File: config.mk
export PLATFORM = sky130hd
export DESIGN_NAME = network_adapter
export DESIGN_NICKNAME = d
export VERILOG_FILES = /design/src/source/na_pkg.sv /design/src/source/network_adapter.sv /design/src/source/mp_endpoint.sv /design/src/source/na_config_regs.sv /design/src/source/ahb_slave_decode.sv /design/src/source/noc_flit_buffer.sv
export SDC_FILE = /design/constraint.sdc
export NUM_CORES = 1
export LEC_CHECK = 0
export ABC_AREA = 1
export BUFFER_PORTS_ARGS = -buffer_cell sky130_fd_sc_hd__buf_2
export CELL_PAD_IN_SITES_DETAIL_PLACEMENT = 0
export CELL_PAD_IN_SITES_GLOBAL_PLACEMENT = 1
export CORE_AREA = 5 5 187 189
export CTS_CLUSTER_DIAMETER = 30
export DETAILED_ROUTE_END_ITERATION = 16
export DIE_AREA = 0 0 192 194
export GPL_TIMING_DRIVEN = 0
export PLACE_DENSITY = 0.82
export SYNTH_ARGS = -nofsm -noshare
export SYNTH_HDL_FRONTEND = slang
export SYNTH_HIERARCHICAL = 1
export SYNTH_SLANG_ARGS = --single-unit
File: constraint.sdc
create_clock -name clk -period 4.8 [get_ports clk]
set_clock_uncertainty 0.15 [all_clocks]
set_input_delay 0.96 -clock clk [delete_from_list [all_inputs] [get_ports clk]]
set_output_delay 0.96 -clock clk [all_outputs]
set_load 0.03 [all_outputs]
File: src/source/na_pkg.sv
// Shared widths, address map, register offsets and bus/NoC types, imported by every adapter module
package na_pkg;

  ////////////////////
  // Widths

  localparam int XLEN         = 32;
  localparam int FLIT_WIDTH   = XLEN;
  localparam int LADDR_WIDTH  = 24;
  localparam int REGION_WIDTH = 4;
  localparam int OFFS_WIDTH   = LADDR_WIDTH - REGION_WIDTH;

  typedef logic [XLEN-1:0]         xlen_t;
  typedef logic [LADDR_WIDTH-1:0]  laddr_t;
  typedef logic [FLIT_WIDTH-1:0]   flit_data_t;
  typedef logic [REGION_WIDTH-1:0] region_t;
  typedef logic [OFFS_WIDTH-1:0]   offs_t;

  ////////////////////
  // Address map

  // Top nibble of the local address picks the region
  localparam region_t REGION_CONF = 4'h0;
  localparam region_t REGION_MP   = 4'h1;

  localparam int TILE_ID    = 5;
  localparam int NA_VERSION = 1;

  // Configuration region
  localparam offs_t CONF_ID_OFFS      = 'h0;
  localparam offs_t CONF_VERSION_OFFS = 'h4;
  localparam offs_t CONF_SCRATCH_OFFS = 'h8;

  // Message endpoint region
  localparam offs_t MP_DATA_OFFS   = 'h0;
  localparam offs_t MP_LAST_OFFS   = 'h4;
  localparam offs_t MP_STATUS_OFFS = 'h8;

  localparam int BUF_DEPTH = 4;

  ////////////////////
  // Bus and NoC types

  typedef enum logic [1:0] {
    HTRANS_IDLE   = 2'b00,
    HTRANS_BUSY   = 2'b01,
    HTRANS_NONSEQ = 2'b10,
    HTRANS_SEQ    = 2'b11
  } ahb_trans_e;

  // hwdata belongs to the data phase, all other fields to the address phase
  typedef struct packed {
    logic       hsel;
    laddr_t     haddr;
    logic       hwrite;
    logic [2:0] hsize;
    ahb_trans_e htrans;
    xlen_t      hwdata;
  } ahb_req_t;

  typedef struct packed {
    xlen_t hrdata;
    logic  hready;
    logic  hresp;
  } ahb_rsp_t;

  // Ready runs against the flow and is not part of the flit
  typedef struct packed {
    logic       valid;
    logic       last;
    flit_data_t data;
  } noc_flit_t;

  typedef enum logic [1:0] {
    DEC_IDLE,
    DEC_ERR1,
    DEC_ERR2
  } decode_state_e;

endpackage
File: src/source/network_adapter.sv
// Top level of the message-passing network adapter between the AHB-Lite slave port and one NoC link
`timescale 1ns/100ps

module network_adapter (
  input  logic              clk,
  input  logic              rst_n_i,

  input  na_pkg::ahb_req_t  ahb_req_i,
  output na_pkg::ahb_rsp_t  ahb_rsp_o,

  input  na_pkg::noc_flit_t noc_in_i,
  output logic              noc_in_ready_o,

  output na_pkg::noc_flit_t noc_out_o,
  input  logic              noc_out_ready_i,

  output logic              irq_o
);

  import na_pkg::*;

  ahb_req_t  conf_req;
  ahb_rsp_t  conf_rsp;
  ahb_req_t  mp_req;
  ahb_rsp_t  mp_rsp;
  noc_flit_t mp_send;
  logic      mp_send_ready;
  noc_flit_t inbuf_flit;
  logic      inbuf_ready;

  ////////////////////
  // Bus side

  ahb_slave_decode u_decode (
    .clk       (clk),
    .rst_n_i   (rst_n_i),
    .req_i     (ahb_req_i),
    .rsp_o     (ahb_rsp_o),
    .conf_req_o(conf_req),
    .conf_rsp_i(conf_rsp),
    .mp_req_o  (mp_req),
    .mp_rsp_i  (mp_rsp)
  );

  na_config_regs u_conf (
    .clk    (clk),
    .rst_n_i(rst_n_i),
    .req_i  (conf_req),
    .rsp_o  (conf_rsp)
  );

  mp_endpoint u_mp (
    .clk         (clk),
    .rst_n_i     (rst_n_i),
    .req_i       (mp_req),
    .rsp_o       (mp_rsp),
    .send_o      (mp_send),
    .send_ready_i(mp_send_ready),
    .recv_i      (inbuf_flit),
    .recv_ready_o(inbuf_ready),
    .irq_o       (irq_o)
  );

  ////////////////////
  // NoC side

  noc_flit_buffer #(
    .DEPTH(BUF_DEPTH)
  ) u_inbuffer (
    .clk        (clk),
    .rst_n_i    (rst_n_i),
    .in_i       (noc_in_i),
    .in_ready_o (noc_in_ready_o),
    .out_o      (inbuf_flit),
    .out_ready_i(inbuf_ready)
  );

  noc_flit_buffer #(
    .DEPTH(BUF_DEPTH)
  ) u_outbuffer (
    .clk        (clk),
    .rst_n_i    (rst_n_i),
    .in_i       (mp_send),
    .in_ready_o (mp_send_ready),
    .out_o      (noc_out_o),
    .out_ready_i(noc_out_ready_i)
  );

endmodule

File: src/source/mp_endpoint.sv
// Message endpoint, bus writes become outgoing flits and bus reads pop incoming flits
`timescale 1ns/100ps

module mp_endpoint (
  input  logic              clk,
  input  logic              rst_n_i,

  input  na_pkg::ahb_req_t  req_i,
  output na_pkg::ahb_rsp_t  rsp_o,

  output na_pkg::noc_flit_t send_o,
  input  logic              send_ready_i,

  input  na_pkg::noc_flit_t recv_i,
  output logic              recv_ready_o,

  output logic              irq_o
);

  import na_pkg::*;

  logic  accept;
  logic  dp_valid_q;
  logic  dp_write_q;
  offs_t dp_offs_q;
  logic  wr_flit;
  logic  rd_data;
  logic  rd_status;
  logic  hready;
  xlen_t rdata;

  assign accept = req_i.hsel &
                  ((req_i.htrans == HTRANS_NONSEQ) | (req_i.htrans == HTRANS_SEQ));

  ////////////////////
  // Address phase capture

  // Held while a write waits for the out buffer
  always_ff @(posedge clk) begin
    if (!rst_n_i) begin
      dp_valid_q <= 1'b0;
    end else if (hready) begin
      dp_valid_q <= accept;
    end
  end

  always_ff @(posedge clk) begin
    if (hready && accept) begin
      dp_write_q <= req_i.hwrite;
      dp_offs_q  <= req_i.haddr[OFFS_WIDTH-1:0];
    end
  end

  ////////////////////
  // Data phase decode

  assign wr_flit   = dp_valid_q & dp_write_q &
                     ((dp_offs_q == MP_DATA_OFFS) | (dp_offs_q == MP_LAST_OFFS));
  assign rd_data   = dp_valid_q & ~dp_write_q & (dp_offs_q == MP_DATA_OFFS);
  assign rd_status = dp_valid_q & ~dp_write_q & (dp_offs_q == MP_STATUS_OFFS);

  // Outgoing flit, the last offset marks the end of a packet
  always_comb begin
    send_o.valid = wr_flit;
    send_o.last  = (dp_offs_q == MP_LAST_OFFS);
    send_o.data  = req_i.hwdata;
  end

  // Back-pressure from the out buffer stretches the write
  assign hready = wr_flit ? send_ready_i : 1'b1;

  // Pop happens only when a head flit is actually there
  assign recv_ready_o = rd_data & recv_i.valid;

  always_comb begin
    rdata = '0;
    if (rd_data && recv_i.valid) begin
      rdata = recv_i.data;
    end else if (rd_status) begin
      rdata[0] = recv_i.valid;
      rdata[1] = recv_i.valid & recv_i.last;
    end
  end

  assign rsp_o = '{hrdata: rdata, hready: hready, hresp: 1'b0};

  // Level interrupt while anything is waiting
  assign irq_o = recv_i.valid;

endmodule

File: src/source/na_config_regs.sv
// Configuration region of the adapter, holds the identity registers and a scratch register
`timescale 1ns/100ps

module na_config_regs (
  input  logic             clk,
  input  logic             rst_n_i,

  input  na_pkg::ahb_req_t req_i,
  output na_pkg::ahb_rsp_t rsp_o
);

  import na_pkg::*;

  logic  accept;
  logic  dp_valid_q;
  logic  dp_write_q;
  offs_t dp_offs_q;
  xlen_t scratch_q;
  xlen_t rdata;

  assign accept = req_i.hsel &
                  ((req_i.htrans == HTRANS_NONSEQ) | (req_i.htrans == HTRANS_SEQ));

  ////////////////////
  // Address phase capture

  always_ff @(posedge clk) begin
    if (!rst_n_i) begin
      dp_valid_q <= 1'b0;
    end else begin
      dp_valid_q <= accept;
    end
  end

  always_ff @(posedge clk) begin
    if (accept) begin
      dp_write_q <= req_i.hwrite;
      dp_offs_q  <= req_i.haddr[OFFS_WIDTH-1:0];
    end
  end

  // Scratch write, hwdata arrives in the data phase
  always_ff @(posedge clk) begin
    if (!rst_n_i) begin
      scratch_q <= '0;
    end else if (dp_valid_q && dp_write_q && (dp_offs_q == CONF_SCRATCH_OFFS)) begin
      scratch_q <= req_i.hwdata;
    end
  end

  always_comb begin
    rdata = '0;
    if (dp_valid_q && !dp_write_q) begin
      case (dp_offs_q)
        CONF_ID_OFFS:      rdata = xlen_t'(TILE_ID);
        CONF_VERSION_OFFS: rdata = xlen_t'(NA_VERSION);
        CONF_SCRATCH_OFFS: rdata = scratch_q;
        default:           rdata = '0;
      endcase
    end
  end

  // Zero wait states, never an error
  assign rsp_o = '{hrdata: rdata, hready: 1'b1, hresp: 1'b0};

endmodule

File: src/source/ahb_slave_decode.sv
// AHB-Lite slave decoder, routes transfers to the config and message regions and errors the rest
`timescale 1ns/100ps

module ahb_slave_decode (
  input  logic             clk,
  input  logic             rst_n_i,

  input  na_pkg::ahb_req_t req_i,
  output na_pkg::ahb_rsp_t rsp_o,

  output na_pkg::ahb_req_t conf_req_o,
  input  na_pkg::ahb_rsp_t conf_rsp_i,

  output na_pkg::ahb_req_t mp_req_o,
  input  na_pkg::ahb_rsp_t mp_rsp_i
);

  import na_pkg::*;

  region_t       region;
  logic          hit_conf;
  logic          hit_mp;
  logic          xfer;
  ahb_rsp_t      rsp;
  logic          conf_owner_q;
  logic          mp_owner_q;
  decode_state_e state_q;
  decode_state_e state_d;

  assign region   = req_i.haddr[LADDR_WIDTH-1 -: REGION_WIDTH];
  assign hit_conf = (region == REGION_CONF);
  assign hit_mp   = (region == REGION_MP);

  // Address phase is taken only while the bus is ready
  assign xfer = req_i.hsel & rsp.hready &
                ((req_i.htrans == HTRANS_NONSEQ) | (req_i.htrans == HTRANS_SEQ));

  ////////////////////
  // Request fan-out

  always_comb begin
    conf_req_o      = req_i;
    conf_req_o.hsel = req_i.hsel & rsp.hready & hit_conf;
    mp_req_o        = req_i;
    mp_req_o.hsel   = req_i.hsel & rsp.hready & hit_mp;
  end

  ////////////////////
  // Data phase owner and error FSM

  always_comb begin
    state_d = state_q;
    case (state_q)
      DEC_ERR1: state_d = DEC_ERR2;
      // Idle and second error cycle both leave the bus ready
      default:  state_d = (xfer & ~hit_conf & ~hit_mp) ? DEC_ERR1 : DEC_IDLE;
    endcase
  end

  always_ff @(posedge clk) begin
    if (!rst_n_i) begin
      state_q      <= DEC_IDLE;
      conf_owner_q <= 1'b0;
      mp_owner_q   <= 1'b0;
    end else begin
      state_q <= state_d;
      if (rsp.hready) begin
        conf_owner_q <= xfer & hit_conf;
        mp_owner_q   <= xfer & hit_mp;
      end
    end
  end

  // Response mux
  always_comb begin
    rsp = '{hrdata: '0, hready: 1'b1, hresp: 1'b0};
    case (state_q)
      DEC_ERR1: rsp = '{hrdata: '0, hready: 1'b0, hresp: 1'b1};
      DEC_ERR2: rsp = '{hrdata: '0, hready: 1'b1, hresp: 1'b1};
      default: begin
        if (conf_owner_q) begin
          rsp = conf_rsp_i;
        end else if (mp_owner_q) begin
          rsp = mp_rsp_i;
        end
      end
    endcase
  end

  assign rsp_o = rsp;

endmodule

File: src/source/noc_flit_buffer.sv
// Flit FIFO with last markers, placed on each NoC direction of the adapter
`timescale 1ns/100ps

module noc_flit_buffer #(
  parameter int DEPTH = na_pkg::BUF_DEPTH
) (
  input  logic              clk,
  input  logic              rst_n_i,

  input  na_pkg::noc_flit_t in_i,
  output logic              in_ready_o,

  output na_pkg::noc_flit_t out_o,
  input  logic              out_ready_i
);

  import na_pkg::*;

  localparam int PTR_W = (DEPTH > 1) ? $clog2(DEPTH) : 1;
  localparam int CNT_W = $clog2(DEPTH + 1);

  flit_data_t       data_mem [DEPTH];
  logic             last_mem [DEPTH];
  logic [PTR_W-1:0] wr_ptr_q;
  logic [PTR_W-1:0] rd_ptr_q;
  logic [CNT_W-1:0] count_q;
  logic             push;
  logic             pop;

  // Wraps at DEPTH, so any depth works
  function automatic logic [PTR_W-1:0] ptr_next(input logic [PTR_W-1:0] ptr);
    logic [PTR_W-1:0] nxt;
    if (ptr == PTR_W'(DEPTH - 1)) begin
      nxt = '0;
    end else begin
      nxt = ptr + 1'b1;
    end
    return nxt;
  endfunction

  // Ready only looks at the fill level
  assign in_ready_o = (count_q < CNT_W'(DEPTH));
  assign push       = in_i.valid & in_ready_o;
  assign pop        = out_o.valid & out_ready_i;

  always_comb begin
    out_o.valid = (count_q != '0);
    out_o.last  = last_mem[rd_ptr_q];
    out_o.data  = data_mem[rd_ptr_q];
  end

  ////////////////////
  // Storage

  always_ff @(posedge clk) begin
    if (push) begin
      data_mem[wr_ptr_q] <= in_i.data;
      last_mem[wr_ptr_q] <= in_i.last;
    end
  end

  ////////////////////
  // Pointers and fill level

  always_ff @(posedge clk) begin
    if (!rst_n_i) begin
      wr_ptr_q <= '0;
      rd_ptr_q <= '0;
      count_q  <= '0;
    end else begin
      if (push) begin
        wr_ptr_q <= ptr_next(wr_ptr_q);
      end
      if (pop) begin
        rd_ptr_q <= ptr_next(rd_ptr_q);
      end
      case ({push, pop})
        2'b10:   count_q <= count_q + 1'b1;
        2'b01:   count_q <= count_q - 1'b1;
        default: count_q <= count_q;
      endcase
    end
  end

endmodule

# --- After elaboration in Yosys (flattened, before gate mapping) ---
# Memories as Yosys holds them, arrays and structs flattened. A register that Yosys moved wholly into a read port is not among the register bits.
# Cells that the tools add are included.
classes:
  addsub: 8
  n_lt_le_gt_ge: 2
  n_eq_ne: 17
  muxes: 29
  n_bitwise: 27
  reduce_logical: 14
ops:
  columns: ["operator", "count"]
  rows:
  - ["$pmux 32 s3", 1]
  - ["$mux 34", 2]
  - ["$pmux 34 s2", 1]
  - ["$eq 20x3->1 const B", 2]
  - ["$eq 20x4->1 const B", 2]
  - ["$logic_not 20->1", 2]
  - ["$mux 32", 1]
  - ["$mux 2", 15]
  - ["$mux 30", 1]
  - ["$and 1x1->1", 21]
  - ["$eq 2x2->1 const B", 9]
  - ["$pmux 3 s2", 2]
  - ["$add 2x1->2 const B", 4]
  - ["$add 3x1->3 const B", 2]
  - ["$eq 2x1->1 const B", 3]
  - ["$lt 3x3->1 const B", 2]
  - ["$mux 1", 6]
  - ["$reduce_bool 3->1", 2]
  - ["$sub 3x1->3 const B", 2]
  - ["$logic_and 1x1->1", 5]
  - ["$eq 4x1->1 const B", 1]
  - ["$logic_not 4->1", 1]
  - ["$not 1->1", 4]
  - ["$reduce_bool 2->1", 2]
  - ["other kinds (3)", 4]
totals:
  reg_bits: 94
  mem_bits_rw: 264
  input_bits: 100
  output_inout_bits: 70
  elab_cells: 118
  mem_count: 4
mem_list:
  columns: ["memory", "depth", "width", "rd", "rd_ports_with_merged_regs", "write_ports", "line", "rtl"]
  rows:
  - ["u_inbuffer.data_mem", 4, 32, 1, 1, 1, "noc_flit_buffer.sv:22", "flit_data_t data_mem [DEPTH];"]
  - ["u_outbuffer.data_mem", 4, 32, 1, 1, 1, "noc_flit_buffer.sv:22", null]
  - ["u_inbuffer.last_mem", 4, 1, 1, 1, 1, "noc_flit_buffer.sv:23", "logic last_mem [DEPTH];"]
  - ["u_outbuffer.last_mem", 4, 1, 1, 1, 1, "noc_flit_buffer.sv:23", null]

# --- Longest topological paths before layout ---
# Gate-level depths: netlist of the first run.
depth:
  word_depth: 14
  depth_mapped: 19
  mapped_depth_nobuf: 18

# --- Cells and area by module ---
# The synthesis of the first run kept the hierarchy.
by_module_without_submodules:
  columns: ["mod", "n_inst", "cells_per_inst", "area_per_inst_um2", "seq_area_each_um2"]
  rows:
  - ["noc_flit_buffer (u_inbuffer)", 1, 383, 5397.7, 4144.0]
  - ["noc_flit_buffer (u_outbuffer)", 1, 381, 5381.4, 4144.0]
  - ["na_config_regs", 1, 328, 2383.5, 1291.2]
  - ["ahb_slave_decode", 1, 271, 1691.6, 80.1]
  - ["mp_endpoint", 1, 166, 1448.9, 650.6]

# --- Worst setup path after synthesis of the first run ---
# No wires, ideal clock.
synth_path:
  kind: "input port to flip-flop"
  start: "input noc_in_i[33] (netlist bit)"
  end: "memory u_inbuffer/data_mem[0][0] (netlist bit), enable pin"
  setup_ns: 0.423
  t_arrival_ns: 2.481
  required_ns: 4.227
  path_slack_ns: 1.745
  stages: 2
  path_buffers: 0
  cell_sequence: "nand2_2 -> nor2_1"
synth_via:
  elab_chain_len: 3
synth_rtl:
  columns: ["element", "line", "rtl"]
  rows:
  - ["start: declaration", "network_adapter.sv:11", "input na_pkg::noc_flit_t noc_in_i,"]
  - ["$and 1x1->1", "noc_flit_buffer.sv:43", "assign push = in_i.valid & in_ready_o;"]
  - ["$mux 1", "noc_flit_buffer.sv:56", "if (push) begin"]
  - ["$mux 1 (implied by the code)", "noc_flit_buffer.sv:57", "data_mem[wr_ptr_q] <= in_i.data;"]
  - ["end: declaration", "noc_flit_buffer.sv:22", null]
# No other way between the ends.

==> results.yml, run 1 <==
status:
  status: "complete, no violations"
place:
  port_buffers: 112
  dp_hpwl_um: 26800
  gp_congestion: 0.826
  pre_cts_ws_ns: 1.62
  place_inst: 2082
floorplanning:
  io_pins: 170
  placementRows: 67
  fp.dieW_um: 192
  core_um2: 33100
  start_util_pct: 48.9
  dieHeight_um: 194
  die_area_um2: 37200
routing:
  antenna_left: 0
  viasPerCell: 4.83
  drt_iter0_drc: 750
  wl_per_cell_um: 17.2
  vias: 10710
  firstDrtPassIters: 5
  drc: 0
  wl_um: 38200
clocking:
  htreeDepth: 3
  clockBufferDepth: 3
  post-cts-setup-buffers: 0
  postCtsResizedCells: 0
  clkSinkCount: 362
  insertion_delay_ns: 0.56
  ctsHoldBuffers: 0
  cts_root_buffer: "clkbuf_16"
  clk_pin_slew_worst_paths_ns: 0.05
  cts_tree: "done"
  cts_made_buffers: 74
timing:
  drv_slew: 0
  finalCritPeriodShare_pct: 79.1
  fin_tns_setup_ns: 0
  hold_viol: 0
  max_clock_freq_mhz: 263
  rsz0062_at_grt: "no"
  fin_crit_ns: 3.80
  slew_headroom_pct: 42.3
  setup_viol: 0
  setup_slack_ns: 1.00
  tightest_slew_ns: 0.865
worst_setup_path:
  startpoint_type: "flip-flop"
  crit_type: "flip-flop to primary output"
  cp_slowest_stage_delay_ns: 0.37
  reg2reg_to: "u_inbuffer/count_q[2]$_SDFFE_PN0P_"
  rr_worst_depth: 18
  r2r_slack_ns: 2.10
  cp_max_fo: 10
  worstSetupEndpoint: "ahb_rsp_o[33]"
  r2r-start: "u_inbuffer/count_q[2]$_SDFFE_PN0P_"
  arrival_ns: 2.69
  cp-end-kind: "primary output"
  path_cells: "inv_2, clkbuf_1, o21ai_0, o22ai_1, inv_1, nor2_1, nand2_1, a21oi_1, buf_2"
  required_ns: 3.69
  cpMaxStageDelayCell: "dfxtp_1"
global_route:
  grt_pass1_vias: 11038
  grt_pass1_wl_um: 59600
  grt_use_total_pct: 20.5
  grt_max_degree: 31
  overflow: 0
  antenna_found_initial: 0
cells_and_area:
  syn_to_final_growth_pct: 24.2
  nFillCells: 2703
  ff_latch_area_um2: 10300
  final_nets: 1826
  multi_input_area_um2: 3900
  diodes: 0
  drive_above_1_share_pct: 28.9
  final_cell_mix: "306 x edfxtp_1, 268 x nor2_1, 199 x nand2_1, 152 x buf_4, 135 x buf_2"
  final_cells: 2219
  final_common_cell: "edfxtp_1"
run:
  cap_violations: 0
pwr:
  p_leak_nw: 8.00
  power_density_nw_per_um2: 463
  peakVddDrop_v: 0.000300
synthesis:
  syn-num-nets: 1629
  syn_inst: 1513
  ys.warnings.count: 6
  avgSynthCellArea_um2: 10.7
  synth_area_um2: 16200
worst_hold_path:
  min_path_type: "flip-flop to flip-flop"
  hp-start: "u_outbuffer/count_q[0]$_SDFFE_PN0P_"
[worst max-delay path: cells and delay by family, from the launching register on]
kind,cells,cell delay (ns)
AO/OA/AOI/OAI,3,0.77
buffers and inverters,4,0.83
flip-flops,1,0.37
AND/OR/NAND/NOR,2,0.16
[registers in the layout, summed over array words and instances (netlist names), 3 cells and up, named ones only]
register              count
u_conf/scratch_q         32
u_outbuffer/data_mem    128
u_inbuffer/data_mem     128
u_conf/dp_offs_q         20
u_inbuffer/last_mem       4
u_outbuffer/count_q       3
u_outbuffer/last_mem      4
u_inbuffer/count_q        3
u_mp/dp_offs_q           20
[worst min path at each step]
stage,to,slack (ns),cells after the start
4_1_cts,u_outbuffer/count_q[0]$_SDFFE_PN0P_,0.31,1
5_1_grt,u_outbuffer/count_q[0]$_SDFFE_PN0P_,0.35,1
2_1_floorplan,u_outbuffer/count_q[0]$_SDFFE_PN0P_,0.27,1
3_5_place_dp,u_outbuffer/count_q[0]$_SDFFE_PN0P_,0.30,1
6_report,u_outbuffer/count_q[0]$_SDFFE_PN0P_,0.31,1
3_3_place_gp,u_outbuffer/count_q[0]$_SDFFE_PN0P_,0.29,1
[metrics by stage]
step           power [mW]  hold slack, ns  utilization, %  cell area [um2]
5_1_grt              9.63           0.355            60.7            20100
4_1_cts              9.40           0.310            60.7            20100
3_5_place_dp         4.34           0.301            53.1            17600
3_3_place_gp         4.31           0.285            52.3            17300
2_1_floorplan        4.09           0.272               -            16200
6_report             9.31           0.307            60.7            20100
[report_power, final]
part	internal [mW]	leakage [nW]	switching, mW
logic	0.271	3.55	0.502
clock network	3.31	1.21	1.72
registers	3.49	3.24	0.0243
total	7.07	8.00	2.24
[layer usage]
layer  track usage, %  up-vias  part of all wire [%]
met1             25.3     4962                    40
li1                 -     5361                     -
met4             6.31        0                   1.9
met3             4.68       44                   6.8
met5                0        -                     0
met2             35.7      343                    51
[area by class of cell]
type,instances,area share [%]
Multi-Input combinational cell,819,19.4
Tap cell,448,2.79
Inverter,117,2.19
Sequential cell,362,51.3
Buffer,215,7.93
Clock inverter,53,3.05
Clock buffer,84,9.55
Timing Repair Buffer,121,3.81
(Power assumes the default switching activity.)
==> run 2: changes to the inputs <==
--- a/config.mk
+++ b/config.mk
@@ -9,12 +9,12 @@
 export BUFFER_PORTS_ARGS = -buffer_cell sky130_fd_sc_hd__buf_2
 export CELL_PAD_IN_SITES_DETAIL_PLACEMENT = 0
 export CELL_PAD_IN_SITES_GLOBAL_PLACEMENT = 1
-export CORE_AREA = 5 5 187 189
+export CORE_AREA = 5 5 204 206
 export CTS_CLUSTER_DIAMETER = 30
 export DETAILED_ROUTE_END_ITERATION = 16
-export DIE_AREA = 0 0 192 194
+export DIE_AREA = 0 0 209 211
 export GPL_TIMING_DRIVEN = 0
-export PLACE_DENSITY = 0.82
+export PLACE_DENSITY = 0.73
 export SYNTH_ARGS = -nofsm -noshare
 export SYNTH_HDL_FRONTEND = slang
 export SYNTH_HIERARCHICAL = 1
==> constraint.sdc (replaced) <==
create_clock -name clk -period 3.1 [get_ports clk]
set_clock_uncertainty 0.15 [all_clocks]
set_input_delay 0.62 -clock clk [delete_from_list [all_inputs] [get_ports clk]]
set_output_delay 0.62 -clock clk [all_outputs]
set_load 0.03 [all_outputs]
==> run 2 against run 1 <==
Critical path depth did not move. Clock power rose by 53%. Sequential cell count did not move. First-iteration DRC count fell by 18%. Worst hold slack got worse by 0.23 ns. Setup slack got worse by 0.97 ns.
==> results.yml, run 2 (synthesized netlist as in run 1, its figures left out) <==
clocking:
  clockBufferDepth: 3
  cts_made_buffers: 77
  cts_root_buffer: "clkbuf_16"
  htreeDepth: 3
  insertion_delay_ns: 0.57
  clk_pin_slew_worst_paths_ns: 0.05
  clkSinkCount: 362
  cts_tree: "done"
routing:
  drt_iter0_drc: 618
  antenna_left: 0
  drc: 0
  viasPerCell: 4.69
  wl_um: 39600
  vias: 10835
  firstDrtPassIters: 5
  wl_per_cell_um: 17.1
cells_and_area:
  final_common_cell: "edfxtp_1"
  nFillCells: 3464
  syn_to_final_growth_pct: 29.2
  final_cell_mix: "306 x edfxtp_1, 244 x nor2_1, 184 x nand2_1, 171 x buf_4, 108 x inv_1"
  diodes: 0
  final_nets: 1838
  top_regs: "u_inbuffer/data_mem: 128 flops, u_outbuffer/data_mem: 128 flops, u_conf/scratch_q: 32 flops"
  final_cells: 2310
  final_area_um2: 20900
  drive_above_1_share_pct: 33.5
worst_setup_path:
  arrival_ns: 2.30
  startpoint_type: "flip-flop"
  required_ns: 2.33
  crit_type: "flip-flop to primary output"
  cp_max_fo: 10
  cp-end-kind: "primary output"
floorplanning:
  dieHeight_um: 211
  placementRows: 73
  fp.dieW_um: 209
  die_area_um2: 44100
  io_pins: 170
  start_util_pct: 41.0
  core_um2: 39500
timing:
  setup_slack_ns: 0.0330
  drv_slew: 0
  fin_tns_setup_ns: 0
  max_clock_freq_mhz: 326
  slew_headroom_pct: 42.8
  fin_crit_ns: 3.07
  setup_viol: 0
  finalCritPeriodShare_pct: 98.9
  tightest_slew_ns: 0.857
  rsz0062_at_grt: "yes"
  hold_viol: 0
status:
  status: "complete, no violations"
place:
  dp_hpwl_um: 28100
  pre_cts_ws_ns: 0.202
  port_buffers: 112
  place_inst: 2159
  place_area_um2: 17700
  gp_congestion: 0.764
global_route:
  grt_pass1_wl_um: 60500
  grt_pass1_vias: 10965
  overflow: 0
  grt_use_total_pct: 17.6
  grt_max_degree: 25
  antenna_found_initial: 0
worst_hold_path:
  min_path_type: "primary input to flip-flop"
pwr:
  p_leak_nw: 8.17
  power_density_nw_per_um2: 686
  peakVddDrop_v: 0.000470
  finalPower_mw: 14.3
run:
  cap_violations: 0
run 2: cell count changes in the layout (fill, tap and decap cells not counted), sizes merged:
cell,change
inv,+2
buf,+8
clkbuf,+3
clkinv,+2
bufinv,-1
run 2: power by group:
| part | total, mW | internal [mW] | switching (mW) |
|---|---|---|---|
| clock network | 7.70 | 5.11 | 2.59 |
| logic | 1.21 | 0.422 | 0.786 |
| registers | 5.44 | 5.40 | 0.0365 |
| total | 14.3 | 10.9 | 3.42 |
run 2: per-layer routing:
| metal | GRT usage, % | part of all wire, % | vias to the layer above |
|---|---|---|---|
| met3 | 3.88 | 6.1 | 63 |
| met2 | 30.5 | 50 | 307 |
| li1 | - | - | 5406 |
| met5 | 0 | 0 | - |
| met1 | 21.7 | 41 | 5059 |
| met4 | 6.59 | 2.5 | 0 |
run 2: timing repair:
| action | 4_1_cts | 5_1_grt |
|---|---|---|
| cloned | 0 | 1 |
| setup endpoints to repair | 32 | 33 |
| resized for setup | 99 | 99 |
| buffers inserted | 4 | 4 |
| hold buffers | 0 | 0 |
| pin swaps | 17 | 30 |
run 2: final timing paths:
path | start | endpoint | slack, ns | depth (start not counted)
worst max-delay path | u_conf/dp_offs_q[1]$_DFFE_PP_ | ahb_rsp_o[33] | 0.03 | 9
worst min-delay path | ahb_req_i[49] | u_mp/dp_offs_q[11]$_DFFE_PP_ | 0.07 | 1
worst max register to register | u_mp/dp_offs_q[19]$_DFFE_PP_ | u_inbuffer/count_q[2]$_SDFFE_PN0P_ | 0.50 | 19
worst min register to register | u_outbuffer/count_q[0]$_SDFFE_PN0P_ | u_outbuffer/count_q[0]$_SDFFE_PN0P_ | 0.30 | 1
run 2: metrics by stage:
stage                     utilization, %  hold WS, ns
after floorplan                        -        0.272
after global placement              44.1        0.288
after detailed placement            44.7        0.298
after CTS                           52.1       0.0407
after global routing                53.0       0.0412
final                               53.0       0.0747
run 2: critical path: stages, from the launching register on:
cell and delay, ns:
edfxtp_1 0.39, nor2_2 0.16, nand2_1 0.11, inv_2 0.11, buf_2 0.22, nand2_1 0.13
nor2_4 0.14, nand2_2 0.08, a21oi_4 0.22, buf_6 0.16
run 2: area by class of cell:
class	count	area [um2]	share of cell area, %
Clock inverter	56	543	2.60
Multi-Input combinational cell	819	4300	20.6
Timing Repair Buffer	130	1010	4.83
Clock buffer	86	1970	9.42
Buffer	215	1660	7.96
Sequential cell	362	10300	49.3
Tap cell	525	657	3.14
Inverter	117	444	2.12
